**config.mk**
```make
export PLATFORM = sky130hd
export DESIGN_NAME = pipeStage
export DESIGN_NICKNAME = d
export VERILOG_FILES = /design/src/include/mipsPipe_cfg.svh /design/src/isaPkg.sv /design/src/pipePkg.sv /design/src/pipeStage.sv
export SDC_FILE = /design/constraint.sdc
export NUM_CORES = 1
export LEC_CHECK = 0
export BUFFER_PORTS_ARGS = -buffer_cell sky130_fd_sc_hd__buf_4
export CORE_AREA = 2 2 78 80
export CTS_CLUSTER_SIZE = 40
export DETAILED_ROUTE_END_ITERATION = 8
export DIE_AREA = 0 0 80 82
export PLACE_DENSITY_LB_ADDON = 0.15
export RECOVER_POWER = 25
export SLEW_MARGIN = 20
export SYNTH_ARGS = -nofsm -noshare
export SYNTH_HDL_FRONTEND = slang
export SYNTH_SLANG_ARGS = --single-unit
```
**constraint.sdc**
```tcl
create_clock -name clk -period 1 [get_ports clk]
set_input_delay 0.15 -clock clk [delete_from_list [all_inputs] [get_ports clk]]
set_output_delay 0.15 -clock clk [all_outputs]
set_load 0.02 [all_outputs]
```
**src/include/mipsPipe_cfg.svh**
```systemverilog
`ifndef MIPSPIPE_CFG_SVH
`define MIPSPIPE_CFG_SVH

// Instruction memory depth in 32-bit words
`define MIPS_IMEM_WORDS 256

// Data memory depth in 32-bit words
`define MIPS_DMEM_WORDS 64

// First fetch address after reset
`define MIPS_RESET_PC 32'h0000_0000

`endif

```
**src/isaPkg.sv**
```systemverilog
`default_nettype none

package isaPkg;

    typedef logic [31:0] wordT;   // Data and instruction word
    typedef logic [4:0]  regIdxT; // Register number

    // Primary opcode field, bits 31:26
    typedef enum logic [5:0] {
        OP_RTYPE = 6'h00,
        OP_J     = 6'h02,
        OP_JAL   = 6'h03,
        OP_BEQ   = 6'h04,
        OP_ADDIU = 6'h09,
        OP_LW    = 6'h23,
        OP_SW    = 6'h2b
    } opcodeT;

    // R-type function field, bits 5:0
    typedef enum logic [5:0] {
        FN_SLL  = 6'h00,
        FN_ADDU = 6'h21,
        FN_SUBU = 6'h23,
        FN_AND  = 6'h24,
        FN_OR   = 6'h25,
        FN_SLT  = 6'h2a
    } functT;

    localparam regIdxT regRa = 5'd31; // Link register for jal
    localparam regIdxT regV0 = 5'd2;
    localparam regIdxT regV1 = 5'd3;

endpackage

`default_nettype wire

```
**src/pipePkg.sv**
```systemverilog
`default_nettype none

package pipePkg;

    typedef enum logic [2:0] {
        ALU_ADD = 3'd0,
        ALU_SUB = 3'd1,
        ALU_AND = 3'd2,
        ALU_OR  = 3'd3,
        ALU_SLT = 3'd4,
        ALU_SLL = 3'd5
    } aluOpT;

    // Control bundle, all zero is a bubble
    typedef struct packed {
        logic  valid;
        logic  regWrite;
        logic  memRead;
        logic  memWrite;
        logic  branch;   // beq
        logic  jump;     // j and jal
        logic  link;     // jal writes pc+4
        logic  useImm;   // ALU b from immediate
        logic  useShamt; // Shift amount from instruction
        aluOpT aluOp;
    } ctrlT;

    typedef struct packed {
        isaPkg::wordT pcPlus4;
        isaPkg::wordT instr;
        logic         valid;
    } ifIdT;

    typedef struct packed {
        ctrlT           ctrl;
        isaPkg::wordT   pcPlus4;
        isaPkg::wordT   rsData;
        isaPkg::wordT   rtData;
        isaPkg::wordT   imm;
        logic [4:0]     shamt;
        isaPkg::regIdxT dest;
        isaPkg::wordT   jumpTarget;
    } idExT;

    typedef struct packed {
        ctrlT           ctrl;
        isaPkg::wordT   result;
        isaPkg::wordT   storeData;
        isaPkg::regIdxT dest;
        isaPkg::wordT   pcPlus4; // Carried on for jal write-back
    } exMemT;

    typedef struct packed {
        ctrlT           ctrl;
        isaPkg::wordT   result;
        isaPkg::wordT   loadData;
        isaPkg::wordT   pcPlus4;
        isaPkg::regIdxT dest;
    } memWbT;

endpackage

`default_nettype wire

```
**src/pipeStage.sv**
```systemverilog
`timescale 1ns/1ps
`default_nettype none

// One pipeline register, payload chosen per instance
module pipeStage #(
    parameter type payloadT = pipePkg::ifIdT
) (
    input  logic    clk,
    input  logic    rstN,
    input  logic    stall,
    input  logic    flush,
    input  payloadT d,
    output payloadT q
);

    // All-zero payload has valid and write enables low, so it acts as a bubble
    always_ff @(posedge clk) begin
        if (!rstN) begin
            q <= '0;
        end else if (flush) begin
            q <= '0;              // Flush wins over stall
        end else if (!stall) begin
            q <= d;
        end
    end

endmodule

`default_nettype wire

```
==> results.yml <==
critical_path:
  slowest_stage: "dfxtp_1"
  path_buf_inv: 1
  crit_chain: "buf_4"
  cp_top_family: "flip-flops"
  crit_arrival_ns: 0.81
  rrSetupSlack_ns: 0.37
  crit_required_ns: 0.85
  cp-start-kind: "flip-flop"
  cpPeakStageDelay_ns: 0.34
  ff2ff_path_depth: 2
  cp_max_fo: 2
  crit_start: "q[27]"
  r2r_end: "q[56]"
  critPathCaptureType: "output port"
  path_class: "reg -> out"
  reg2reg_from: "q[56]"
synth:
  synth_nets: 279
  syn-instance-count: 210
  synth_seq_cells: 65
  syn_area_um2: 2355
  yosysWarnings: 0
  synth_cell_type_count: 9
  ys_seq_area_frac: 0.5526
  syn_avg_cell_area_um2: 11.21
sta:
  finalCritPeriodShare: 0.9575
  fin_tns_setup_ns: 0
  worstMarginPinSlew_ns: 0.1449
  slew_headroom: 0.9006
  hold_viol: 0
  rsz0062_at_grt: "false"
  fmax_mhz: 1044
  skew_ns: 0
  maxSlewViolCount: 0
  setup_viol_count_final: 0
  period_needed_ns: 0.9575
drt:
  wl_um: 5228
  vias_per_cell: 4.477
  dr.pass1.iters: 5
  drtIter0Drc: 41
  antenna_left: 0
  drc: 0
  routedWlPerCell_um: 12.27
  vias: 1907
clock_network:
  clockBufferDepth: 2
  cts-root-buf: "clkbuf_8"
  ctsHoldBuffers: 0
  clk_latency_ns: 0.32
  cts-buffers-inserted: 9
  cts_sinks: 65
  cts_tree: "built"
  path_clk_slew_ns: 0.06
  htree_levels: 3
place:
  finalWeightedCongestion: 0.7296
  io_buffers: 133
  hpwlAfterDp_um: 3879
  place_area_um2: 3405
grt:
  grt_pass1_wl_um: 8121
  grt_overflow: 0
  antenna_found_initial: 0
  grt_max_degree: 35
  track_usage: 0.1592
  grt_pass1_vias: 1858
hold_path:
  hp-class: "in -> reg"
  whs_path_depth: 3
  hold_path.startpoint: "d[55]"
  min_to: "q[55]"
floorplan:
  start_util: 0.4098
  fp.dieH_um: 82
  core.rowCount: 28
  die_x_um: 80
  ioPinCount: 134
  core_area_um2: 5746
  dieArea_um2: 6560
power_and_ir_drop:
  ir_drop_mv: 0.8144
  power.leakage_nw: 1.828
  power.density_nw_per_um2: 1509
final_layout:
  drive_gt1_frac: 0.4729
  largest_reg_flops: 65
  final_common_cell: "buf_4"
  antenna_cells: 0
  multiInputGateArea_um2: 903.4
  utilization: 0.6267
  area_delta_synth_final_pct: 52.92
  final_cell_mix: "buf_4, mux2i_1, nor2_1, dfxtp_1, dfxtp_2"
  top_regs: "q: 65 flops"
  regArea_um2: 1316
  design_area_um2: 3601
  nets: 415
  largest-register: "q"
  fillers: 523
run_status:
  outcome: "completed"
job:
  max_cap_viol_count: 0
[cell families (layout without fill, tap and decap cells)]
family                 count (synthesis)  after routing  share of synthesized area
muxes                                 65             65                     0.2763
DFF                                   65             65                     0.5526
buffers and inverters                 14            155                    0.06483
and+or+nand+nor                       66             66                     0.1063
[metrics by stage]
step	setup WS, ns	std cells	power, W	hold slack, ns
floorplan	0.2058	210	0.003196	0.2939
global placement	0.1117	410	0.003555	0.3770
detailed placement	0.07230	410	0.003568	0.3868
CTS	0.01494	426	0.005515	0.04143
global route	0.0007171	426	0.005717	0.04874
finish	0.04255	426	0.005433	0.05727
[tightest hold or removal path, stage by stage]
cell     delay [ns]
buf_4          0.08
mux2i_1        0.05
nor2_1         0.07
[metal layers]
metal | GRT usage | wire length, um | up-vias
met5 | 0 | 0 | -
met4 | 0.08983 | 118 | 0
met3 | 0.05165 | 498 | 13
met2 | 0.2558 | 2378 | 91
met1 | 0.1877 | 2233 | 842
li1 | - | - | 961
[report_power, final]
group	switching, W	internal [W]	leakage (nW)
Clock	0.000901	0.00102	0.0932
Combinational	0.000346	0.000440	1.20
Sequential	0.0000424	0.00268	0.535
[cells in the mapped netlist (all sizes together)]
cell type,count,area share
mux2i,65,0.28
dfxtp,65,0.55
nor2,65,0.10
buf,13,0.063
clkbuf,1,0.0016
nand2b,1,0.0027
[worst max path at each step]
stage / end / cells past startpoint
final: q[27] / 1
after global routing: q[6] / 1
after CTS: q[54] / 1
after detailed placement: q[28] / 4
after global placement: q[57] / 4
after floorplan: q[10] / 4
[repair_timing]
item | 4_1_cts | 5_1_grt
hold endpoints to repair | 0 | 0
gates resized for setup | 0 | 14
buffers inserted | 0 | 0
endpoints found under the setup margin | 0 | 13
[area by class of cell]
class | instances | share of cell area
sequential | 65 | 0.3655
timing repair buffer | 139 | 0.3092
multi-input combinational | 131 | 0.2509
clock buffer | 13 | 0.04413
tap | 75 | 0.02606
clock inverter | 3 | 0.004170
(Power assumes the default switching activity.)
