$ cat config.mk
export PLATFORM = sky130hd
export DESIGN_NAME = hazardUnit
export DESIGN_NICKNAME = d
export VERILOG_FILES = /design/src/include/mipsPipe_cfg.svh /design/src/isaPkg.sv /design/src/pipePkg.sv /design/src/hazardUnit.sv
export SDC_FILE = /design/constraint.sdc
export NUM_CORES = 1
export LEC_CHECK = 0
export BUFFER_PORTS_ARGS = -buffer_cell sky130_fd_sc_hd__buf_2
export CAP_MARGIN = 15
export CORE_AREA = 2 2 39 41
export DETAILED_ROUTE_END_ITERATION = 6
export DIE_AREA = 0 0 41 43
export GPL_ROUTABILITY_DRIVEN = 1
export PLACE_DENSITY = 0.62
export RECOVER_POWER = 50
export SLEW_MARGIN = 20
export SYNTH_ARGS = -nofsm -noshare
export SYNTH_HDL_FRONTEND = slang
export SYNTH_SLANG_ARGS = --single-unit
$ cat constraint.sdc
create_clock -name vclk -period 1.9
set_clock_uncertainty 0.2 [all_clocks]
set_input_delay 0.285 -clock vclk [all_inputs]
set_output_delay 0.285 -clock vclk [all_outputs]
set_load 0.005 [all_outputs]
$ cat src/include/mipsPipe_cfg.svh
`ifndef MIPSPIPE_CFG_SVH
`define MIPSPIPE_CFG_SVH

// Instruction memory depth in 32-bit words
`define MIPS_IMEM_WORDS 256

// Data memory depth in 32-bit words
`define MIPS_DMEM_WORDS 64

// First fetch address after reset
`define MIPS_RESET_PC 32'h0000_0000

`endif

$ cat src/isaPkg.sv
`default_nettype none

package isaPkg;

    typedef logic [31:0] wordT;   // Data and instruction word
    typedef logic [4:0]  regIdxT; // Register number

    // Primary opcode field, bits 31:26
    typedef enum logic [5:0] {
        OP_RTYPE = 6'h00,
        OP_J     = 6'h02,
        OP_JAL   = 6'h03,
        OP_BEQ   = 6'h04,
        OP_ADDIU = 6'h09,
        OP_LW    = 6'h23,
        OP_SW    = 6'h2b
    } opcodeT;

    // R-type function field, bits 5:0
    typedef enum logic [5:0] {
        FN_SLL  = 6'h00,
        FN_ADDU = 6'h21,
        FN_SUBU = 6'h23,
        FN_AND  = 6'h24,
        FN_OR   = 6'h25,
        FN_SLT  = 6'h2a
    } functT;

    localparam regIdxT regRa = 5'd31; // Link register for jal
    localparam regIdxT regV0 = 5'd2;
    localparam regIdxT regV1 = 5'd3;

endpackage

`default_nettype wire

$ cat src/pipePkg.sv
`default_nettype none

package pipePkg;

    typedef enum logic [2:0] {
        ALU_ADD = 3'd0,
        ALU_SUB = 3'd1,
        ALU_AND = 3'd2,
        ALU_OR  = 3'd3,
        ALU_SLT = 3'd4,
        ALU_SLL = 3'd5
    } aluOpT;

    // Control bundle, all zero is a bubble
    typedef struct packed {
        logic  valid;
        logic  regWrite;
        logic  memRead;
        logic  memWrite;
        logic  branch;   // beq
        logic  jump;     // j and jal
        logic  link;     // jal writes pc+4
        logic  useImm;   // ALU b from immediate
        logic  useShamt; // Shift amount from instruction
        aluOpT aluOp;
    } ctrlT;

    typedef struct packed {
        isaPkg::wordT pcPlus4;
        isaPkg::wordT instr;
        logic         valid;
    } ifIdT;

    typedef struct packed {
        ctrlT           ctrl;
        isaPkg::wordT   pcPlus4;
        isaPkg::wordT   rsData;
        isaPkg::wordT   rtData;
        isaPkg::wordT   imm;
        logic [4:0]     shamt;
        isaPkg::regIdxT dest;
        isaPkg::wordT   jumpTarget;
    } idExT;

    typedef struct packed {
        ctrlT           ctrl;
        isaPkg::wordT   result;
        isaPkg::wordT   storeData;
        isaPkg::regIdxT dest;
        isaPkg::wordT   pcPlus4; // Carried on for jal write-back
    } exMemT;

    typedef struct packed {
        ctrlT           ctrl;
        isaPkg::wordT   result;
        isaPkg::wordT   loadData;
        isaPkg::wordT   pcPlus4;
        isaPkg::regIdxT dest;
    } memWbT;

endpackage

`default_nettype wire

$ cat src/hazardUnit.sv
`timescale 1ns/1ps
`default_nettype none

module hazardUnit (
    input  isaPkg::regIdxT rs,
    input  isaPkg::regIdxT rt,
    input  logic           usesRt,
    input  pipePkg::ctrlT  exCtrl,
    input  pipePkg::ctrlT  memCtrl,
    input  isaPkg::regIdxT exDest,
    input  isaPkg::regIdxT memDest,
    output logic           stall
);

    logic exPending;  // EX stage will write exDest
    logic memPending; // MEM stage will write memDest
    logic rsHazard;
    logic rtHazard;

    assign exPending  = exCtrl.valid && exCtrl.regWrite && (exDest != '0);
    assign memPending = memCtrl.valid && memCtrl.regWrite && (memDest != '0);

    // No forwarding, so a load-use is just a longer RAW stall
    // WB stage needs no check, the register file writes through
    assign rsHazard = (rs != '0) &&
                      ((exPending && (rs == exDest)) || (memPending && (rs == memDest)));
    assign rtHazard = usesRt && (rt != '0) &&
                      ((exPending && (rt == exDest)) || (memPending && (rt == memDest)));

    assign stall = rsHazard || rtHazard;

endmodule

`default_nettype wire

==> results.md <==
* Status: finished with violations
* Failing checks: setup timing
* Clock buf count at 0
* Critical Path Source Type: primary input
* Final hold vios at 0
* Final Max Tran Viols at 0
* Least-Margin Pin Slew at 0.256 ns
* Cells after Synth at 35
* Cell taking the most area after synthesis: xnor2_1
* Crit path buf inv count at 2
* Cells along the critical path: buf_2 > or4_4 > o21ai_4 > nor4_1 > a31oi_1 > o22ai_1 > buf_2
* Vias in the first global route at 377
* Average cell area after synthesis at 7.79 um^2
* Hold WC Path Type: in -> out
* FFs & Latches at 0
* Slew Limit Headroom at 82.8%
* Routed Antenna Nets at 0
* Hold Path Cell Cnt at 4
* Kind of critical path: in -> out
* CP max stage delay at 0.54 ns
* Boundary Pins at 46
* Multi-input logic area at 284 um^2
* Total Nets Final at 112
* Total congestion overflow at 0
* Initial antenna violation count at 0
* Final period util at 106%
* Post-CTS setup repair buffer count at 0
* IO Port Bufs at 26
* CP top delay family: simple AND/OR/NAND/NOR gates
* Drt first pass iters at 2
* Share of layout cells above drive strength 1 at 49.2%
* Power per cell area at 208 nW/um^2
* Worst Setup SP: rt[1]
* Synthesized area at 273 um^2
* Most used cell, CP: buf_2
* Fill cell count at 159
* Gpl congestion at 0.809
* Via-to-Cell Ratio at 4.38
* Worst EP arrival at 1.53 ns
* Worst min-delay path endpoint: stall
* Largest net degree at the start of global routing at 4
* Cell variety after synth at 10
* Pleak at 0.202 nW
* Maximum clock rate at 496 MHz
* Initial core utilization at 19.7%
* Syn nets at 80
* Worst EP required at 1.41 ns
* Critical-path cell with the highest stage delay: or4_4
* Core Box Area at 1380 um^2
* Die X at 41 um
* Maxcap violations at 0
* Register area share after synthesis at 0%
* RSZ-0062 raised after global routing: yes
* WL/cell at 10.2 um
* Yosys top cell area share at 32.1%
* First-pass GRT wire length at 1.35 mm
* Non-Filler Instances at 81
* IR drop worst, VDD at 0.0000664 V
* Area Overhead vs Synth at 70.2%
* Hold-fix buffers at CTS at 0
* Die area at 1760 um^2
* Placed Cells incl. Taps at 81
* Residual DRC at 0
* Sequential cell area at 0 um^2
* Fin crit period at 2.02 ns
* Via count at 355
* # rows at 14
* Initial DRC Count at 2
* Power Total at 0.0964 mW
* Routed wire length at 830 um
* Post-route setup slack at -0.118 ns
* CP Capture Type: output port
* Area contributors post-synth: xnor2_1 32%, xor2_1 32%, or4_1 8.3%
* Count of final setup violators at 1
* Die Y at 43 um
* Hold Startpoint: memCtrl[11]
* GRT Total Usage at 9.99%
* Syn. warnings at 0
* Critical path peak fanout at 2
* Ant diodes at 0
* Post-layout util at 33.5%
## cell families (layout without fill, tap and decap cells)
group	Yosys count	after routing	share of synthesized area (%)
AOI/OAI and AO/OA	6	6	15.6
and+or+nand+nor	9	9	20.2
xor gates and xnor gates	20	20	64.2
buffers and inverters	0	30	0
## timing repair
| action | CTS | global route |
|---|---|---|
| endpoints found under the setup margin | 1 | 1 |
| pin swaps | 0 | 0 |
| gates resized for setup | 1 | 1 |
## worst max-delay path by stage
stage	to	slack [ns]	depth (start not counted)
CTS	stall	-0.11	7
floorplan	stall	0.18	5
global placement	stall	-0.11	7
global route	stall	-0.17	7
finish	stall	-0.12	7
detailed placement	stall	-0.13	7
## routing by layer
metal  wire (um)  global-route usage [%]
met1         376                    14.2
met2         385                    17.2
met3          68                       0
met4           0                       0
met5           0                       0
## cell type report
cell class / count / share of cell area, %
multi-input combinational: 35 / 61.2
timing repair buffer: 30 / 34.5
tap: 16 / 4.31
## where the power goes
| group | leakage (nW) | internal (mW) | switching, mW |
|---|---|---|---|
| Sequential | 0 | 0 | 0 |
| Combinational | 0.202 | 0.0532 | 0.0432 |
| Clock | 0 | 0 | 0 |
| Total | 0.202 | 0.0532 | 0.0432 |
## metrics by stage
step / cell area, um^2 / hold slack, ns / setup WS [ns] / TNS (ns)
2_1_floorplan: 273 / 0.514 / 0.184 / 0
3_3_place_gp: 453 / 0.728 / -0.106 / -0.106
3_5_place_dp: 453 / 0.735 / -0.129 / -0.129
4_1_cts: 457 / 0.741 / -0.114 / -0.114
5_1_grt: 464 / 0.762 / -0.166 / -0.166
6_report: 464 / 0.741 / -0.118 / -0.118
## synthesized netlist by cell type
cell and count:
o21ai_2 1, or4_1 3, xor2_1 10, nor3_1 2, o211ai_1 2, nand3_1 2
nor4_1 2, xnor2_1 10, o22ai_1 1, a31oi_1 2
## cells in the final DEF (no fill, tap or decap)
cell type   n
buf_2      26
xor2_1     10
xnor2_1    10
buf_4       4
or4_1       2
o211ai_1    2
nor3_1      2
nand3_1     2
nor4_1      2
a31oi_1     2
or4_4       1
o21ai_4     1
o22ai_1     1
Note: power is estimated with default switching activity, not from simulation.
