### src/include/mipsPipe_cfg.svh
`ifndef MIPSPIPE_CFG_SVH
`define MIPSPIPE_CFG_SVH

// Instruction memory depth in 32-bit words
`define MIPS_IMEM_WORDS 256

// Data memory depth in 32-bit words
`define MIPS_DMEM_WORDS 64

// First fetch address after reset
`define MIPS_RESET_PC 32'h0000_0000

`endif

### src/isaPkg.sv
`default_nettype none

package isaPkg;

    typedef logic [31:0] wordT;   // Data and instruction word
    typedef logic [4:0]  regIdxT; // Register number

    // Primary opcode field, bits 31:26
    typedef enum logic [5:0] {
        OP_RTYPE = 6'h00,
        OP_J     = 6'h02,
        OP_JAL   = 6'h03,
        OP_BEQ   = 6'h04,
        OP_ADDIU = 6'h09,
        OP_LW    = 6'h23,
        OP_SW    = 6'h2b
    } opcodeT;

    // R-type function field, bits 5:0
    typedef enum logic [5:0] {
        FN_SLL  = 6'h00,
        FN_ADDU = 6'h21,
        FN_SUBU = 6'h23,
        FN_AND  = 6'h24,
        FN_OR   = 6'h25,
        FN_SLT  = 6'h2a
    } functT;

    localparam regIdxT regRa = 5'd31; // Link register for jal
    localparam regIdxT regV0 = 5'd2;
    localparam regIdxT regV1 = 5'd3;

endpackage

`default_nettype wire

### src/registerFile.sv
`timescale 1ns/1ps
`default_nettype none

module registerFile (
    input  logic           clk,
    input  logic           rstN,
    input  isaPkg::regIdxT rs,
    input  isaPkg::regIdxT rt,
    output isaPkg::wordT   rsData,
    output isaPkg::wordT   rtData,
    input  logic           we,
    input  isaPkg::regIdxT wAddr,
    input  isaPkg::wordT   wData,
    output isaPkg::wordT   v0,
    output isaPkg::wordT   v1
);

    isaPkg::wordT regs [32];

    always_ff @(posedge clk) begin
        if (!rstN) begin
            for (int i = 0; i < 32; i++) begin
                regs[i] <= '0;
            end
        end else if (we && (wAddr != '0)) begin
            regs[wAddr] <= wData;
        end
    end

    // Write-through so decode sees a same-cycle write-back
    assign rsData = (rs == '0) ? '0 : (we && (wAddr == rs)) ? wData : regs[rs];
    assign rtData = (rt == '0) ? '0 : (we && (wAddr == rt)) ? wData : regs[rt];

    assign v0 = regs[isaPkg::regV0];
    assign v1 = regs[isaPkg::regV1];

endmodule

`default_nettype wire

### config.mk
export PLATFORM = sky130hd
export DESIGN_NAME = registerFile
export DESIGN_NICKNAME = d
export VERILOG_FILES = /design/src/include/mipsPipe_cfg.svh /design/src/isaPkg.sv /design/src/registerFile.sv
export SDC_FILE = /design/constraint.sdc
export NUM_CORES = 2
export LEC_CHECK = 0
export BUFFER_PORTS_ARGS = -buffer_cell sky130_fd_sc_hd__buf_2
export CORE_MARGIN = 1
export CORE_UTILIZATION = 55
export DETAILED_ROUTE_END_ITERATION = 8
export PLACE_DENSITY = 0.75
export SLEW_MARGIN = 10
export SYNTH_ARGS = -nofsm -noshare
export SYNTH_HDL_FRONTEND = slang
export SYNTH_SLANG_ARGS = --single-unit
### constraint.sdc
create_clock -name clk -period 5.2 [get_ports clk]
set_clock_uncertainty 0.05 [all_clocks]
set_input_delay 0.78 -clock clk [delete_from_list [all_inputs] [get_ports clk]]
set_output_delay 0.78 -clock clk [all_outputs]
set_load 0.01 [all_outputs]
==> results by group <==
Setup path
  – Worst setup SP type: input pin
  – Critical Path Source: rs[4]
  – Worst Setup End Kind: output pin
  – Crit Path Max Fanout: 28
  – Slowest stage delay, CP: 0.77 ns
  – WS Path Type: in2out
  – CP Depth: 6
  – CP arrival: 3.69 ns
  – Worst path bufs/invs: 2
  – Critical path, cell by cell: buf_2 > nand2_1 > a221oi_1 > a21oi_1 > a31oi_1 > buf_2
  – CP max-delay cell: nand2_1
  – Most frequent CP cell: buf_2
  – Crit path max-delay family: compound AO/OA/AOI/OAI gates
  – Req. time, crit path: between 4 and 5 ns

Yosys
  – EDFF count, synth: 1024
  – Cells after synthesis: 3806
  – Sequential area share after synthesis: 0.559
  – Post-Syn Area per Cell: 14.5 um^2
  – #FFs+latches synth: 1024
  – Ys flop type: edfxtp_1
  – Yosys warns: 0
  – Mapped cell area: 55000 um^2
  – Synth unique cells: 52
  – Async S/R FF share, synth: 0

Placed design
  – I/O Buffers: about 180
  – DP Wirelength: around 120 mm
  – Final RePlAce weighted congestion: 0.964
  – Place WS: 0.931 ns

Floorplanning
  – Die Span Y: 318 um
  – Area of the core: 98700 um^2
  – Ports: 178
  – Die Wd: 318 um
  – Initial core utilization: 0.557
  – FP Rows: 115
  – Die area: between 100000 and 150000 um^2

Run
  – Maxcap violations: 0

Clock tree
  – Root Buffer: clkbuf_16
  – Clock Path Buffers: 3
  – PostCTS Resize Cnt: 0
  – Clk sinks: a little over 1k
  – CTS tree: built
  – Worst-path clk slew: roughly 0.060 ns
  – # H-tree levels: 3
  – Hold Buf Count CTS: 0
  – Post-CTS setup buffer count: 0
  – TritonCTS buffer count: ~110

Detailed routing
  – Vias: 38.0k
  – Routed len/inst: 37.0 um
  – Post-DRT Antenna Nets: 0
  – Drt drc: 0
  – Wl on met1: 65.4 mm
  – First-pass DRT Iterations: 6
  – Wire length on met2: between 80 and 90 mm
  – Iteration-0 DRC Markers: 6716
  – WL final: 194 mm
  – Top routing layer used: met5
  – Via density: 7.25
  – Met3 wire len: about 28 mm

STA
  – Min Hold Slack: 0.676 ns
  – Sum Neg Setup Slack: 0 ns
  – RSZ-0062 raised after global routing: false
  – Final WS setup: 0.684 ns
  – Slew Viols, Final: 0
  – Final worst-path cycle share: 0.868
  – Achievable Freq: 221 MHz
  – Relative slew slack: 0.116
  – Worst Tran Pin Value: approximately 1.3 ns
  – Fin crit period: between 4 and 5 ns
  – Fin. Hold Viols: 0
  – # setup viols final: 0

Global route
  – First-pass GRT wire length: 272 mm
  – Antenna violations before repair: 12
  – Vias in the first global route: 36.8k
  – Largest net degree at the start of global routing: 74
  – Grt total ovfl: 0
  – GRT Total Usage: 0.381

Min path
  – Hold Path End: regs[3][23]$_SDFFCE_PN0P_
  – Hold path startpoint: wData[23]
  – Cells on Worst Hold Path: 3
  – Min-delay worst type: in2reg

Layout
  – Max reg flops: 1024
  – Top Registers: regs x1024
  – Nets: 3920
  – Register with the most flip-flops: regs
  – Area Growth Syn to Fin: 11.0%
  – Share of layout cells above drive strength 1: 0.239

Pwr
  – P_leak: 21.7 nW
  – Worst vdd ir: around 0.40 mV
  – Pwr dens: 324 nW/um^2
  – Pwr Total: a little under 0.02 W

Status
  – Status: finished, final reports clean
## synthesized netlist by cell type (all sizes together), types with 2 or more instances
master / instances / share of area
clkinv: 2 / 0.00014
mux4: 375 / 0.15
a32oi: 9 / 0.0014
o22ai: 37 / 0.0042
nor2b: 5 / 0.00070
o221a: 15 / 0.0031
a211oi: 32 / 0.0044
or3b: 2 / 0.00032
a221oi: 27 / 0.0043
nand4: 2 / 0.00023
a221o: 11 / 0.0020
a21oi: 64 / 0.0058
nand3b: 4 / 0.00055
o221ai: 38 / 0.0061
mux2i: 330 / 0.060
o21ai: 94 / 0.0086
edfxtp: 1024 / 0.56
nor3: 2 / 0.00018
xnor2: 10 / 0.0016
nand2b: 4 / 0.00045
mux2: 6 / 0.0012
or3: 2 / 0.00023
o2111ai: 6 / 0.00096
o211ai: 2 / 0.00027
clkbuf: 295 / 0.020
nand2: 66 / 0.0045
or2: 3 / 0.00039
and2: 996 / 0.11
nor2: 50 / 0.0034
nand3: 12 / 0.0011
a31oi: 11 / 0.0013
a32o: 32 / 0.0058
a22oi: 107 / 0.015
buf: 121 / 0.015
## layout make-up
class	count	area, um^2
tap	1287	1610
timing repair buffer	342	2510
clock inverter	51	393
fill	7229	37700
antenna	5	12.5
sequential	1024	30700
inverter	3	11.3
clock buffer	134	2820
multi-input combinational	2394	22900
## layer usage
| layer | up-vias | track usage |
|---|---|---|
| met2 | 3545 | 0.571 |
| met3 | 740 | 0.112 |
| met4 | 8 | 0.234 |
| met1 | 18900 | 0.491 |
| li1 | 14800 | - |
| met5 | - | 0 |
## tightest hold or removal path, cell delays in order
cell    delay (ns)
buf_2         0.08
buf_4         0.27
and2_1        0.17
## worst max-delay path by stage
stage                                           end
after floorplan           regs[12][0]$_SDFFCE_PN0P_
after global placement                   rsData[18]
after detailed placement                 rsData[18]
after CTS                                rsData[18]
after global routing                     rsData[13]
final                                    rsData[18]
## placed cells by master (no fill, tap or decap), types with 11 or more instances in the layout
cell       count
a211oi_1      32
a21oi_1       64
a221o_1       11
a221oi_1      27
a22oi_1      107
a31oi_1       11
a32o_1        32
and2_1       993
buf_12        27
buf_2        169
buf_4        142
clkbuf_1      25
clkbuf_16    109
clkinv_1      24
clkinv_2      18
conb_1        32
edfxtp_1    1024
mux2i_1      330
mux4_2       375
nand2_1       66
nand3_1       12
nor2_1        15
nor2_2        30
o21ai_0       30
o21ai_1       33
o21ai_4       31
o221a_1       15
o221ai_1      38
o22ai_1       37
## kinds of logic after synthesis
| group | after synthesis | synth area share |
|---|---|---|
| and+or+nand+nor | 1153 | 0.126 |
| DFF | 1024 | 0.559 |
| muxes | 711 | 0.215 |
| AOI/OAI and AO/OA | 488 | 0.0632 |
| buffers and inverters | 419 | 0.0350 |
| xor gates and xnor gates | 10 | 0.00159 |
| other | 1 | 0.0000682 |
## power by group
part,internal (W),switching [W]
logic,0.00100,0.00168
registers,0.00954,0.000268
clock network,0.00409,0.00321
total,0.0146,0.00516
## per-stage QoR
stage | util | area (um^2) | instances
after detailed placement | 0.586 | 57800 | 5050
final | 0.619 | 61100 | 5240
after global routing | 0.618 | 61000 | 5237
after floorplan | - | 55100 | 3837
after CTS | 0.618 | 61000 | 5235
after global placement | 0.586 | 57800 | 5050
Power figures use the tool's default switching activity.
