`src/include/mipsPipe_cfg.svh`:
```
`ifndef MIPSPIPE_CFG_SVH
`define MIPSPIPE_CFG_SVH

// Instruction memory depth in 32-bit words
`define MIPS_IMEM_WORDS 256

// Data memory depth in 32-bit words
`define MIPS_DMEM_WORDS 64

// First fetch address after reset
`define MIPS_RESET_PC 32'h0000_0000

`endif

```
`src/isaPkg.sv`:
```
`default_nettype none

package isaPkg;

    typedef logic [31:0] wordT;   // Data and instruction word
    typedef logic [4:0]  regIdxT; // Register number

    // Primary opcode field, bits 31:26
    typedef enum logic [5:0] {
        OP_RTYPE = 6'h00,
        OP_J     = 6'h02,
        OP_JAL   = 6'h03,
        OP_BEQ   = 6'h04,
        OP_ADDIU = 6'h09,
        OP_LW    = 6'h23,
        OP_SW    = 6'h2b
    } opcodeT;

    // R-type function field, bits 5:0
    typedef enum logic [5:0] {
        FN_SLL  = 6'h00,
        FN_ADDU = 6'h21,
        FN_SUBU = 6'h23,
        FN_AND  = 6'h24,
        FN_OR   = 6'h25,
        FN_SLT  = 6'h2a
    } functT;

    localparam regIdxT regRa = 5'd31; // Link register for jal
    localparam regIdxT regV0 = 5'd2;
    localparam regIdxT regV1 = 5'd3;

endpackage

`default_nettype wire

```
`src/pipePkg.sv`:
```
`default_nettype none

package pipePkg;

    typedef enum logic [2:0] {
        ALU_ADD = 3'd0,
        ALU_SUB = 3'd1,
        ALU_AND = 3'd2,
        ALU_OR  = 3'd3,
        ALU_SLT = 3'd4,
        ALU_SLL = 3'd5
    } aluOpT;

    // Control bundle, all zero is a bubble
    typedef struct packed {
        logic  valid;
        logic  regWrite;
        logic  memRead;
        logic  memWrite;
        logic  branch;   // beq
        logic  jump;     // j and jal
        logic  link;     // jal writes pc+4
        logic  useImm;   // ALU b from immediate
        logic  useShamt; // Shift amount from instruction
        aluOpT aluOp;
    } ctrlT;

    typedef struct packed {
        isaPkg::wordT pcPlus4;
        isaPkg::wordT instr;
        logic         valid;
    } ifIdT;

    typedef struct packed {
        ctrlT           ctrl;
        isaPkg::wordT   pcPlus4;
        isaPkg::wordT   rsData;
        isaPkg::wordT   rtData;
        isaPkg::wordT   imm;
        logic [4:0]     shamt;
        isaPkg::regIdxT dest;
        isaPkg::wordT   jumpTarget;
    } idExT;

    typedef struct packed {
        ctrlT           ctrl;
        isaPkg::wordT   result;
        isaPkg::wordT   storeData;
        isaPkg::regIdxT dest;
        isaPkg::wordT   pcPlus4; // Carried on for jal write-back
    } exMemT;

    typedef struct packed {
        ctrlT           ctrl;
        isaPkg::wordT   result;
        isaPkg::wordT   loadData;
        isaPkg::wordT   pcPlus4;
        isaPkg::regIdxT dest;
    } memWbT;

endpackage

`default_nettype wire

```
`src/decodeUnit.sv`:
```
`timescale 1ns/1ps
`default_nettype none

module decodeUnit (
    input  isaPkg::wordT   instr,
    output pipePkg::ctrlT  ctrl,
    output isaPkg::wordT   imm,
    output isaPkg::regIdxT dest,
    output logic           usesRt
);

    isaPkg::opcodeT opcode;
    isaPkg::functT  funct;

    assign opcode = isaPkg::opcodeT'(instr[31:26]);
    assign funct  = isaPkg::functT'(instr[5:0]);
    assign imm    = {{16{instr[15]}}, instr[15:0]}; // Sign extend

    always_comb begin
        ctrl   = '0;                 // Unknown encodings stay a no-op
        dest   = instr[20:16];       // rt unless told otherwise
        usesRt = 1'b0;
        case (opcode)
            isaPkg::OP_RTYPE: begin
                dest          = instr[15:11];
                usesRt        = 1'b1;
                ctrl.valid    = 1'b1;
                ctrl.regWrite = 1'b1;
                case (funct)
                    isaPkg::FN_ADDU: ctrl.aluOp = pipePkg::ALU_ADD;
                    isaPkg::FN_SUBU: ctrl.aluOp = pipePkg::ALU_SUB;
                    isaPkg::FN_AND:  ctrl.aluOp = pipePkg::ALU_AND;
                    isaPkg::FN_OR:   ctrl.aluOp = pipePkg::ALU_OR;
                    isaPkg::FN_SLT:  ctrl.aluOp = pipePkg::ALU_SLT;
                    isaPkg::FN_SLL: begin
                        ctrl.aluOp    = pipePkg::ALU_SLL;
                        ctrl.useShamt = 1'b1;
                    end
                    default: begin
                        ctrl   = '0;
                        usesRt = 1'b0;
                    end
                endcase
            end
            isaPkg::OP_ADDIU: begin
                ctrl.valid    = 1'b1;
                ctrl.regWrite = 1'b1;
                ctrl.useImm   = 1'b1;
                ctrl.aluOp    = pipePkg::ALU_ADD;
            end
            isaPkg::OP_LW: begin
                ctrl.valid    = 1'b1;
                ctrl.regWrite = 1'b1;
                ctrl.memRead  = 1'b1;
                ctrl.useImm   = 1'b1;
                ctrl.aluOp    = pipePkg::ALU_ADD;
            end
            isaPkg::OP_SW: begin
                usesRt        = 1'b1;    // Store data
                ctrl.valid    = 1'b1;
                ctrl.memWrite = 1'b1;
                ctrl.useImm   = 1'b1;
                ctrl.aluOp    = pipePkg::ALU_ADD;
            end
            isaPkg::OP_BEQ: begin
                usesRt        = 1'b1;
                ctrl.valid    = 1'b1;
                ctrl.branch   = 1'b1;
                ctrl.aluOp    = pipePkg::ALU_SUB; // Zero flag means equal
            end
            isaPkg::OP_J: begin
                ctrl.valid    = 1'b1;
                ctrl.jump     = 1'b1;
            end
            isaPkg::OP_JAL: begin
                dest          = isaPkg::regRa;
                ctrl.valid    = 1'b1;
                ctrl.jump     = 1'b1;
                ctrl.link     = 1'b1;
                ctrl.regWrite = 1'b1;
            end
            default: ;
        endcase
    end

endmodule

`default_nettype wire

```
`config.mk`:
```
export PLATFORM = sky130hd
export DESIGN_NAME = decodeUnit
export DESIGN_NICKNAME = d
export VERILOG_FILES = /design/src/include/mipsPipe_cfg.svh /design/src/isaPkg.sv /design/src/pipePkg.sv /design/src/decodeUnit.sv
export SDC_FILE = /design/constraint.sdc
export NUM_CORES = 1
export LEC_CHECK = 0
export ABC_CLOCK_PERIOD_IN_PS = 1460
export BUFFER_PORTS_ARGS = -buffer_cell sky130_fd_sc_hd__buf_4
export CORE_UTILIZATION = 30
export DETAILED_ROUTE_END_ITERATION = 7
export GPL_TIMING_DRIVEN = 0
export PLACE_DENSITY = 0.82
export SLEW_MARGIN = 10
export SYNTH_ARGS = -nofsm -noshare
export SYNTH_HDL_FRONTEND = slang
export SYNTH_SLANG_ARGS = --single-unit
export TNS_END_PERCENT = 20
```
`constraint.sdc`:
```
create_clock -name vclk -period 1.46
set_input_delay 0.292 -clock vclk [all_inputs]
set_output_delay 0.292 -clock vclk [all_outputs]
set_load 0.02 [all_outputs]
```
==> flow_summary.toml <==
[finish]
nNetsFinal = 200
diodes = 0
post-route-util_pct = 75.3
nClkBuffers = 0
nFlopsAndLatches = 0
layout-drive-gt1-share_pct = 77.1
fill_cells = 155
regArea_um2 = 0
area_growth_pct = 125

[grt]
grt_usage_pct = 19.9
grt_max_degree = 19
grt_pass1_wl_mm = 3.33
grt_remaining_overflow = 0
grt_pass1_vias = 790
antenna_found_initial = 0

[synth]
synthSimpleGateAreaFrac_pct = 38.0
synth_fa_ha_area_share_pct = 0
synth_commonest_cells = "buf_4, nand3_1, nand2_1"
ys_warn_count = 0
synth_mux_area_share_pct = 0
synthDistinctLibCells = 26
postSynthAreaPerCell_um2 = 6.70
synth-seq-area-share_pct = 0
synth_top_cell_by_area = "buf_4"
synth_top_area_share_pct = 39.8
synth_area_um2 = 603
syn-num-nets = 122
synth_xor_xnor_area_share_pct = 1.45
yosysMostFrequentCell = "buf_4"
ys_top_cells_by_area = "buf_4, nand3_1, nand2_1"
synth_compound_area_share_pct = 17.6
netlist_instances = 90
synth_top_family_by_area = "buffers and inverters"

[floorplanning]
core_area_mm2 = 0.00180
die_w_um = 46.8
ioPinCount = 82
die_area_mm2 = 0.00219
fp.dieH_um = 46.8
start_util_pct = 33.5
rows = 15

[critical_path]
crit_required_ps = 1170
criticalPathCategory = "in -> out"
startpoint_type = "primary input"
arrival_ps = 1480
endpoint_kind = "output pin"
critPathLaunch = "instr[28]"
crit_path_max_fanout = 4

[sta]
slew-limit-headroom_pct = 79.6
slew_violations = 0
fin_crit_ps = 1770
hold_viol_final = 0
max_freq_mhz = 564
holdWs_ps = 781
fin_crit_sh_pct = 121
worst_pin_slew_ps = 304
setup_viol = 15
rsz0062_at_grt = "true"
setup_slack_ps = -312

[route]
dr.pass1.iters = 3
drt_iter0_drc = 2
wl_mm = 2.33
drc = 0
vias_per_cell = 4.69
vias = 895
antenna_left = 0
wl_per_cell_um = 12.2

[power]
p_leak_uw = 0.000728
p_per_area_mw_per_mm2 = 301
ir_worst_vdd_v = 0.000209

[placement]
io_buffers = 72
place_hpwl_mm = 1.83
gp_congestion = 0.771

[clocking]
hold_buffers = 0

[status]
violations = "setup timing"
status = "complete, but fails checks"

[worst_hold_path]
holdCritStartpoint = "instr[9]"
hold_class = "in -> out"

[run]
drv_cap = 0
==> critical path, cell delays in order <==
cell and delay, ps:
buf_8 100, nor4_4 350, nand3b_4 120, a221o_1 350, o221ai_2 90, buf_4 170
==> path summary, 6_finish.rpt <==
check | endpoint | slack [ps] | depth (start not counted)
worst max-delay path | ctrl[11] | -310 | 6
worst min-delay path | imm[9] | 780 | 2
==> final cells by class <==
| class | instances | area (um2) | area share (%) |
|---|---|---|---|
| Inverter | 5 | 21.3 | 1.57 |
| Timing Repair Buffer | 76 | 624 | 46.0 |
| Buffer | 32 | 240 | 17.7 |
| Multi-Input combinational cell | 53 | 440 | 32.4 |
| Tap cell | 25 | 31.3 | 2.30 |
==> routing by layer <==
metal  global-route usage (%)  share of wire, %  routed length [um]
met1                     19.8                35                 805
met2                     44.7                56                1290
met3                     2.31               9.8                 228
met4                        0                 0                   0
met5                        0                 0                   0
==> repair_timing <==
item | CTS | global route
pin swaps | 4 | 3
setup buffers | 4 | 0
setup endpoints to repair | 16 | 15
hold endpoints to repair | 0 | 0
gates resized for setup | 25 | 3
==> cells in the final DEF (no fill, tap or decap) <==
cell and count:
nor4_4 2, o221ai_2 1, o31a_1 1, or3b_4 1, a2bb2oi_1 1, o21ai_2 2
nor2_4 1, o32ai_2 1, buf_12 1, nor4_1 1, a31oi_1 2, nand2_1 7
buf_4 97, nand3b_4 1, nor3_2 1, a221o_1 1, buf_8 1, or3_4 1
nand2_2 1, a2111oi_4 1, nor2_1 3, or2_4 2, a21boi_4 1, nand3_2 1
nand3_1 13, a21oi_2 1, nor3_1 2, xor2_1 1, inv_1 4, a2111o_1 1
inv_4 1, and4b_1 1, buf_6 9, and2_2 1
==> per-stage QoR <==
step	setup slack (ps)	cell area, um2	cells	power, uW	setup TNS (ps)
final	-312	1360	191	409	-3170
after detailed placement	-669	1230	187	376	-6960
after floorplan	-247	657	90	197	-1820
after CTS	-312	1350	191	406	-3240
after global placement	-633	1230	187	368	-6530
after global routing	-343	1360	191	434	-3810
==> power breakdown <==
part | switching (uW) | internal (uW)
logic | 197 | 212
clock network | 0 | 0
registers | 0 | 0
==> kinds of logic after synthesis <==
logic type      Yosys count
xor+xnor                  1
simple gates             39
buf+inv                  37
compound gates           13
(Power assumes the default switching activity.)
