`src/include/mipsPipe_cfg.svh`:
```
`ifndef MIPSPIPE_CFG_SVH
`define MIPSPIPE_CFG_SVH

// Instruction memory depth in 32-bit words
`define MIPS_IMEM_WORDS 256

// Data memory depth in 32-bit words
`define MIPS_DMEM_WORDS 64

// First fetch address after reset
`define MIPS_RESET_PC 32'h0000_0000

`endif

```
`src/isaPkg.sv`:
```
`default_nettype none

package isaPkg;

    typedef logic [31:0] wordT;   // Data and instruction word
    typedef logic [4:0]  regIdxT; // Register number

    // Primary opcode field, bits 31:26
    typedef enum logic [5:0] {
        OP_RTYPE = 6'h00,
        OP_J     = 6'h02,
        OP_JAL   = 6'h03,
        OP_BEQ   = 6'h04,
        OP_ADDIU = 6'h09,
        OP_LW    = 6'h23,
        OP_SW    = 6'h2b
    } opcodeT;

    // R-type function field, bits 5:0
    typedef enum logic [5:0] {
        FN_SLL  = 6'h00,
        FN_ADDU = 6'h21,
        FN_SUBU = 6'h23,
        FN_AND  = 6'h24,
        FN_OR   = 6'h25,
        FN_SLT  = 6'h2a
    } functT;

    localparam regIdxT regRa = 5'd31; // Link register for jal
    localparam regIdxT regV0 = 5'd2;
    localparam regIdxT regV1 = 5'd3;

endpackage

`default_nettype wire

```
`src/pipePkg.sv`:
```
`default_nettype none

package pipePkg;

    typedef enum logic [2:0] {
        ALU_ADD = 3'd0,
        ALU_SUB = 3'd1,
        ALU_AND = 3'd2,
        ALU_OR  = 3'd3,
        ALU_SLT = 3'd4,
        ALU_SLL = 3'd5
    } aluOpT;

    // Control bundle, all zero is a bubble
    typedef struct packed {
        logic  valid;
        logic  regWrite;
        logic  memRead;
        logic  memWrite;
        logic  branch;   // beq
        logic  jump;     // j and jal
        logic  link;     // jal writes pc+4
        logic  useImm;   // ALU b from immediate
        logic  useShamt; // Shift amount from instruction
        aluOpT aluOp;
    } ctrlT;

    typedef struct packed {
        isaPkg::wordT pcPlus4;
        isaPkg::wordT instr;
        logic         valid;
    } ifIdT;

    typedef struct packed {
        ctrlT           ctrl;
        isaPkg::wordT   pcPlus4;
        isaPkg::wordT   rsData;
        isaPkg::wordT   rtData;
        isaPkg::wordT   imm;
        logic [4:0]     shamt;
        isaPkg::regIdxT dest;
        isaPkg::wordT   jumpTarget;
    } idExT;

    typedef struct packed {
        ctrlT           ctrl;
        isaPkg::wordT   result;
        isaPkg::wordT   storeData;
        isaPkg::regIdxT dest;
        isaPkg::wordT   pcPlus4; // Carried on for jal write-back
    } exMemT;

    typedef struct packed {
        ctrlT           ctrl;
        isaPkg::wordT   result;
        isaPkg::wordT   loadData;
        isaPkg::wordT   pcPlus4;
        isaPkg::regIdxT dest;
    } memWbT;

endpackage

`default_nettype wire

```
`src/aluUnit.sv`:
```
`timescale 1ns/1ps
`default_nettype none

module aluUnit (
    input  pipePkg::aluOpT op,
    input  isaPkg::wordT   a,
    input  isaPkg::wordT   b,
    input  logic [4:0]     shamt,
    output isaPkg::wordT   result,
    output logic           zero
);

    always_comb begin
        case (op)
            pipePkg::ALU_ADD: result = a + b;
            pipePkg::ALU_SUB: result = a - b;
            pipePkg::ALU_AND: result = a & b;
            pipePkg::ALU_OR:  result = a | b;
            pipePkg::ALU_SLT: result = {31'b0, $signed(a) < $signed(b)};
            pipePkg::ALU_SLL: result = b << shamt;  // sll shifts rt
            default:          result = '0;
        endcase
    end

    assign zero = (result == '0); // beq taken when a - b is zero

endmodule

`default_nettype wire

```
`config.mk`:
```
export PLATFORM = sky130hd
export DESIGN_NAME = aluUnit
export DESIGN_NICKNAME = d
export VERILOG_FILES = /design/src/include/mipsPipe_cfg.svh /design/src/isaPkg.sv /design/src/pipePkg.sv /design/src/aluUnit.sv
export SDC_FILE = /design/constraint.sdc
export NUM_CORES = 1
export LEC_CHECK = 0
export ABC_AREA = 0
export BUFFER_PORTS_ARGS = -buffer_cell sky130_fd_sc_hd__buf_4
export CAP_MARGIN = 20
export CORE_MARGIN = 5
export CORE_UTILIZATION = 30
export DETAILED_ROUTE_END_ITERATION = 10
export SYNTH_ARGS = -nofsm -noshare
export SYNTH_HDL_FRONTEND = slang
export SYNTH_SLANG_ARGS = --single-unit
```
`constraint.sdc`:
```
create_clock -name vclk -period 7.2
set_clock_uncertainty 0.1 [all_clocks]
set_input_delay 0 -clock vclk [all_inputs]
set_output_delay 0 -clock vclk [all_outputs]
set_load 0.01 [all_outputs]
```
==> results of run 1 <==
final cells by class:
class,count,area [um2],area share
multi-input cells,932,6897,0.8093
repair buffers,110,825.8,0.09690
well taps,330,412.9,0.04845
inverters,103,386.6,0.04537
where the power goes:
part           internal [W]  switching, W
clock                     0             0
combinational      0.000273      0.000457
sequential                0             0
per-layer routing:
metal	up-vias	part of all wire
li1	4241	-
met1	4383	0.42
met2	599	0.44
met3	70	0.098
met4	0	0.044
met5	-	0
final timing paths:
path,end,slack [ps]
worst max-delay path,zero,3370
worst min-delay path,result[1],440
logic make-up (layout without fill, tap and decap cells):
kind of cell	count (synthesis)	count (layout)	share of synthesized area
compound gates	388	388	0.3540
simple gates	360	360	0.2253
buf+inv	174	213	0.09586
fa+ha+maj	103	103	0.1713
mux	76	76	0.1478
xor+xnor	5	5	0.005754
per-stage QoR:
stage | hold slack, ps | instances | setup WS (ps) | util | cell area, um2
finish | 438.6 | 1475 | 3371 | 0.3394 | 8522
global route | 463.7 | 1475 | 3105 | 0.3394 | 8522
CTS | 425.4 | 1475 | 3497 | 0.3394 | 8522
detailed placement | 421.4 | 1475 | 3503 | 0.3394 | 8522
global placement | 434.4 | 1475 | 3451 | 0.3394 | 8522
floorplan | 162.7 | 1106 | 4295 | - | 7610
placed cells by master (no fill, tap or decap), types with 9 or more instances in the layout:
cell type | synthesis | final
or3_1 | 10 | 10
a31oi_1 | 9 | 9
mux4_2 | 28 | 28
buf_4 | 3 | 110
o22ai_1 | 19 | 19
nor2_1 | 115 | 115
o21ai_0 | 50 | 50
o211ai_1 | 28 | 28
o21ai_1 | 10 | 10
nor3_1 | 27 | 26
a21oi_1 | 92 | 92
o221ai_1 | 15 | 15
ha_1 | 101 | 101
o31ai_1 | 14 | 14
nand2_1 | 98 | 98
nor2b_1 | 17 | 17
a221oi_1 | 10 | 10
inv_1 | 98 | 98
nand2b_1 | 9 | 9
o31a_1 | 9 | 9
a211oi_1 | 22 | 22
nand4_1 | 14 | 14
nand3_1 | 24 | 24
o21bai_1 | 12 | 12
a21o_1 | 12 | 12
mux2i_1 | 39 | 39
critical path: cells and delay by family:
kind,cells,cell delay [ps]
AOI/OAI and AO/OA,4,2030
adders and majority gates,1,310
buffers and inverters,3,360
and+or+nand+nor,6,1030
==> results by group, run 1 <==
Worst setup path
  • Crit path capture type: output port
  • Slowest CP cell: o31ai_1
  • Worst-path cell chain: buf_4 -> inv_1 -> ha_1 -> nor2_1 -> o311ai_1 -> a211oi_1 -> o31ai_1 -> o221a_1 -> or4_1 -> nand4_1 -> nor4_1 -> nand4_1 -> nor2_1 -> buf_4
  • CP Class: primary input to output port
  • Worst path required time: a little over 7000 ps
  • CP startpoint kind: primary input
  • Worst Path Arrival: ~3700 ps
  • Critical Path Fanout Max: 8
  • Crit path launch: b[1]
  • CP peak stage delay: just under 800 ps

Power
  • Power density over the cells: ~86 mW/mm2
  • Leak: about 3.7 nW
  • Final Power: 0.0007302 W
  • Max VDD drop: between 0.05 and 0.06 mV

Worst hold path
  • Hold path depth: 3
  • Min-Delay Path Class: primary input to output port
  • Hold path start: op[2]

Floorplanning
  • Total die area: approximately 0.029 mm2
  • Core Box Area: approximately 0.025 mm2
  • Die Width: 169.3 um
  • Die Span Y: ~170 um
  • Initial core utilization: 0.3031
  • Io pins: approximately 110
  • FP Rows: 58

Logic synthesis
  • Area leader, netlist: ha_1
  • Avg Inst Size Synth: between 6 and 7 um2
  • Count leader, synth: nor2_1
  • Most frequent cells after synthesis: nor2_1, ha_1, inv_1, nand2_1, a21oi_1
  • Synth warn: 0
  • Part of the Yosys area used for sequential elements: 0
  • Cells after Synth: 1106
  • Syn nets: 1281
  • Synth top area share: 0.1661
  • Cell variety after synth: 85
  • Mapped cell area: about 0.0076 mm2
  • Synth area leaders: ha_1, mux4_2, a21oi_1

Global route
  • Busiest grt layer: met2
  • Grt total ovfl: 0
  • Antenna violations before repair: 0
  • M3 GR Usage: 0.02865
  • Total track usage: 0.2284
  • Global Route met2 Usage: 0.3655
  • Largest net degree at the start of global routing: 67
  • GR Util met1: 0.3177
  • Number of global-route vias before repair: around 8.7k
  • First-pass GRT wire length: roughly 52 mm

Run status
  • Status: complete, no violations

Timing
  • Max Slew Vio Count: 0
  • Worst-Margin Slew: roughly 1000 ps
  • Setup TNS: 0 ps
  • Final Hold Viols: 0
  • RSZ-0062 raised after global routing: no
  • Max Freq: ~260 MHz
  • Relative slew slack: 0.3136
  • Period utilization: 0.5318
  • Final setup viols: 0
  • Fin crit period: ~3800 ps

Final layout
  • Diodes inserted: 0
  • Fraction of layout cells with a size suffix above 1: 0.1563
  • FF/Latch Area: 0 um2
  • Final net count: approximately 1.3k
  • Area Growth Syn to Fin: 11.99%
  • Seq cells: 0
  • # clk buffers: 0
  • Filler Cells Inserted: 2755

Place
  • Final HPWL DP: 28.10 mm
  • IO buf count: 105
  • RePlAce Congestion: 1.022

Routing
  • First-pass DRT Iterations: 5
  • DRC viols: 0
  • Via density: 6.300
  • Final WL: 34.58 mm
  • WL/cell: between 20 and 25 um
  • Initial DRC count: ~1.2k
  • Vias after detailed routing: approximately 9.3k
  • Post-DRT Antenna Nets: 0

CTS
  • Hold-fix buffers, CTS: 0
  • Post-CTS setup buffer count: 0
  • CTS resizes: 0

Flow run
  • Max-cap violation count: 0
Note: power is estimated with default switching activity, not from simulation.
==> run 2, diff against run 1 <==
==> constraint.sdc (replaced) <==
create_clock -name vclk -period 4
set_clock_uncertainty 0.1 [all_clocks]
set_input_delay 0 -clock vclk [all_inputs]
set_output_delay 0 -clock vclk [all_outputs]
set_load 0.01 [all_outputs]
==> run 2 against run 1 <==
  * Sequential share of layout area did not move
  * Critical path depth stayed put
  * Flip-flop and latch count is the same
  * Wire length up 0.37%
  * Non-clock buffer count grew 26
  * Combinational power rose by 84%
  * Power up 83%
  * First-iteration DRC count rose by 8.4%
  * Critical path type unchanged
==> results by group, run 2 (synthesis results as in run 1) <==
Run status
  • Status: complete, no violations

Floorplanning
  • Core Box Area: 0.02511 mm2 (unchanged)
  • Initial core utilization: 0.3031 (unchanged)
  • Die Span Y: 169.3 um (unchanged)
  • Io pins: 105 (unchanged)
  • Die Width: 169.3 um (unchanged)
  • FP Rows: 58 (unchanged)
  • Total die area: 0.02865 mm2 (unchanged)

Final layout
  • Most frequent cells in the layout: buf_4, nor2_1, ha_1
  • Fraction of layout cells with a size suffix above 1: 0.1768 (+0.02044)
  • Area Growth Syn to Fin: 14.65%
  • Seq cells: 0 (unchanged)
  • Diodes inserted: 0 (unchanged)
  • Most common cell after layout, fill and taps aside: buf_4
  • # clk buffers: 0 (unchanged)
  • FF/Latch Area: 0 um2 (unchanged)
  • Multi-input gate area: 0.006904 mm2 (+0.11%)
  • Filler Cells Inserted: 2756 (+0.036%)
  • Final net count: 1348 (+2.0%)

CTS
  • Hold-fix buffers, CTS: 0 (unchanged)
  • Post-CTS setup buffer count: 0 (unchanged)
  • CTS resizes: 0 (unchanged)

Place
  • Final HPWL DP: 28.48 mm (+1.3%)
  • RePlAce Congestion: 0.9832 (-3.7%)
  • IO buf count: 105 (unchanged)

Timing
  • Worst-Margin Slew: 1025 ps (-2.853 ps)
  • Fin crit period: roughly 3800 ps
  • Final hold slack: 460.0 ps (+21.42 ps)
  • RSZ-0062 raised after global routing: no
  • Max Freq: roughly 260 MHz
  • Final Hold Viols: 0 (unchanged)
  • Final setup viols: 0 (unchanged)
  • Setup TNS: 0 ps (unchanged)
  • Max Slew Vio Count: 0 (unchanged)
  • Period utilization: 0.9614
  • Relative slew slack: 0.3138 (about the same)

Routing
  • DRC viols: 0 (unchanged)
  • First-pass DRT Iterations: 6 (+1)
  • Via density: 6.176 (-2.0%)
  • Vias after detailed routing: 9270 (-0.25%)
  • Initial DRC count: 1336 (+8.4%)
  • Post-DRT Antenna Nets: 0 (unchanged)
  • WL/cell: 23.12 um (-1.4%)
  • Final WL: 34.70 mm (+0.37%)

Global route
  • Largest net degree at the start of global routing: 51 (-24%)
  • Total track usage: 0.2261 (-0.002236)
  • Antenna violations before repair: 0 (unchanged)
  • Grt total ovfl: 0 (unchanged)
  • Number of global-route vias before repair: 8532 (-1.9%)
  • First-pass GRT wire length: 52.03 mm (-0.78%)

Flow run
  • Max-cap violation count: 0 (unchanged)

Worst setup path
  • Worst path required time: 3900 ps (-3200 ps)
  • Crit path max-delay family: compound AO/OA/AOI/OAI gates
  • CP Class: primary input to output port
  • Slowest CP cell: or3_4
  • Worst Path Arrival: 3750 ps (+20 ps)
  • Crit path capture type: output port
  • Critical Path Fanout Max: 11 (+3)
  • CP peak stage delay: 480 ps (-310 ps)
  • WP buf/inv: 3 (unchanged)
  • Worst-path cell chain: buf_4 -> inv_1 -> ha_1 -> or3_4 -> or3_4 -> nor3_2 -> o311ai_1 -> a31o_1 -> a221o_1 -> a211oi_2 -> o211a_1 -> o2111ai_1 -> nor2_1 -> buf_4
  • CP startpoint kind: primary input

Worst hold path
  • Min-Delay Path Class: primary input to output port

Power
  • Max VDD drop: 0.09113 mV (+56%)
  • Power density over the cells: 153.5 mW/mm2 (+79%)
  • Leak: 3.866 nW (+3.3%)
[run 2: cell types whose count changed in the layout (fill, tap and decap cells not counted), sizes merged]
cell	delta
buf	+26
[run 2: worst paths after layout]
check | startpoint | to | slack [ps] | cells after the start
setup / recovery | b[15] | zero | 150 | 14
hold / removal | op[2] | result[1] | 460 | 3
[run 2: layout make-up]
type / instances / area share
Inverter: 103 / 0.04431
Tap cell: 330 / 0.04733
Timing Repair Buffer: 136 / 0.1170
Multi-Input combinational cell: 932 / 0.7913
[run 2: routing by layer]
layer  up-vias  global-route usage  part of all wire
met3        57             0.02609             0.092
met2       548              0.3711              0.45
met1      4389              0.3143              0.42
met5         -                   0                 0
met4         0             0.06265             0.036
li1       4276                   -                 -
[run 2: through the flow]
step,util,setup slack (ps),total power (W),instances,cell area [um2]
finish,0.3475,154.6,0.001339,1501,8725
floorplan,-,1095,0.0008201,1106,7610
detailed placement,0.3473,318.4,0.001304,1501,8720
global placement,0.3473,303.4,0.001301,1501,8720
CTS,0.3473,320.2,0.001310,1501,8720
global route,0.3475,68.13,0.001434,1501,8725
[run 2: power breakdown]
part	switching (W)	total, W	internal (W)
registers	0	0	0
logic	0.000827	0.00134	0.000513
clock network	0	0	0
total	0.000827	0.00134	0.000513
[run 2: worst min-delay path, cell delays in order]
cell and delay (ps):
buf_4 210, o22ai_1 170, buf_4 170
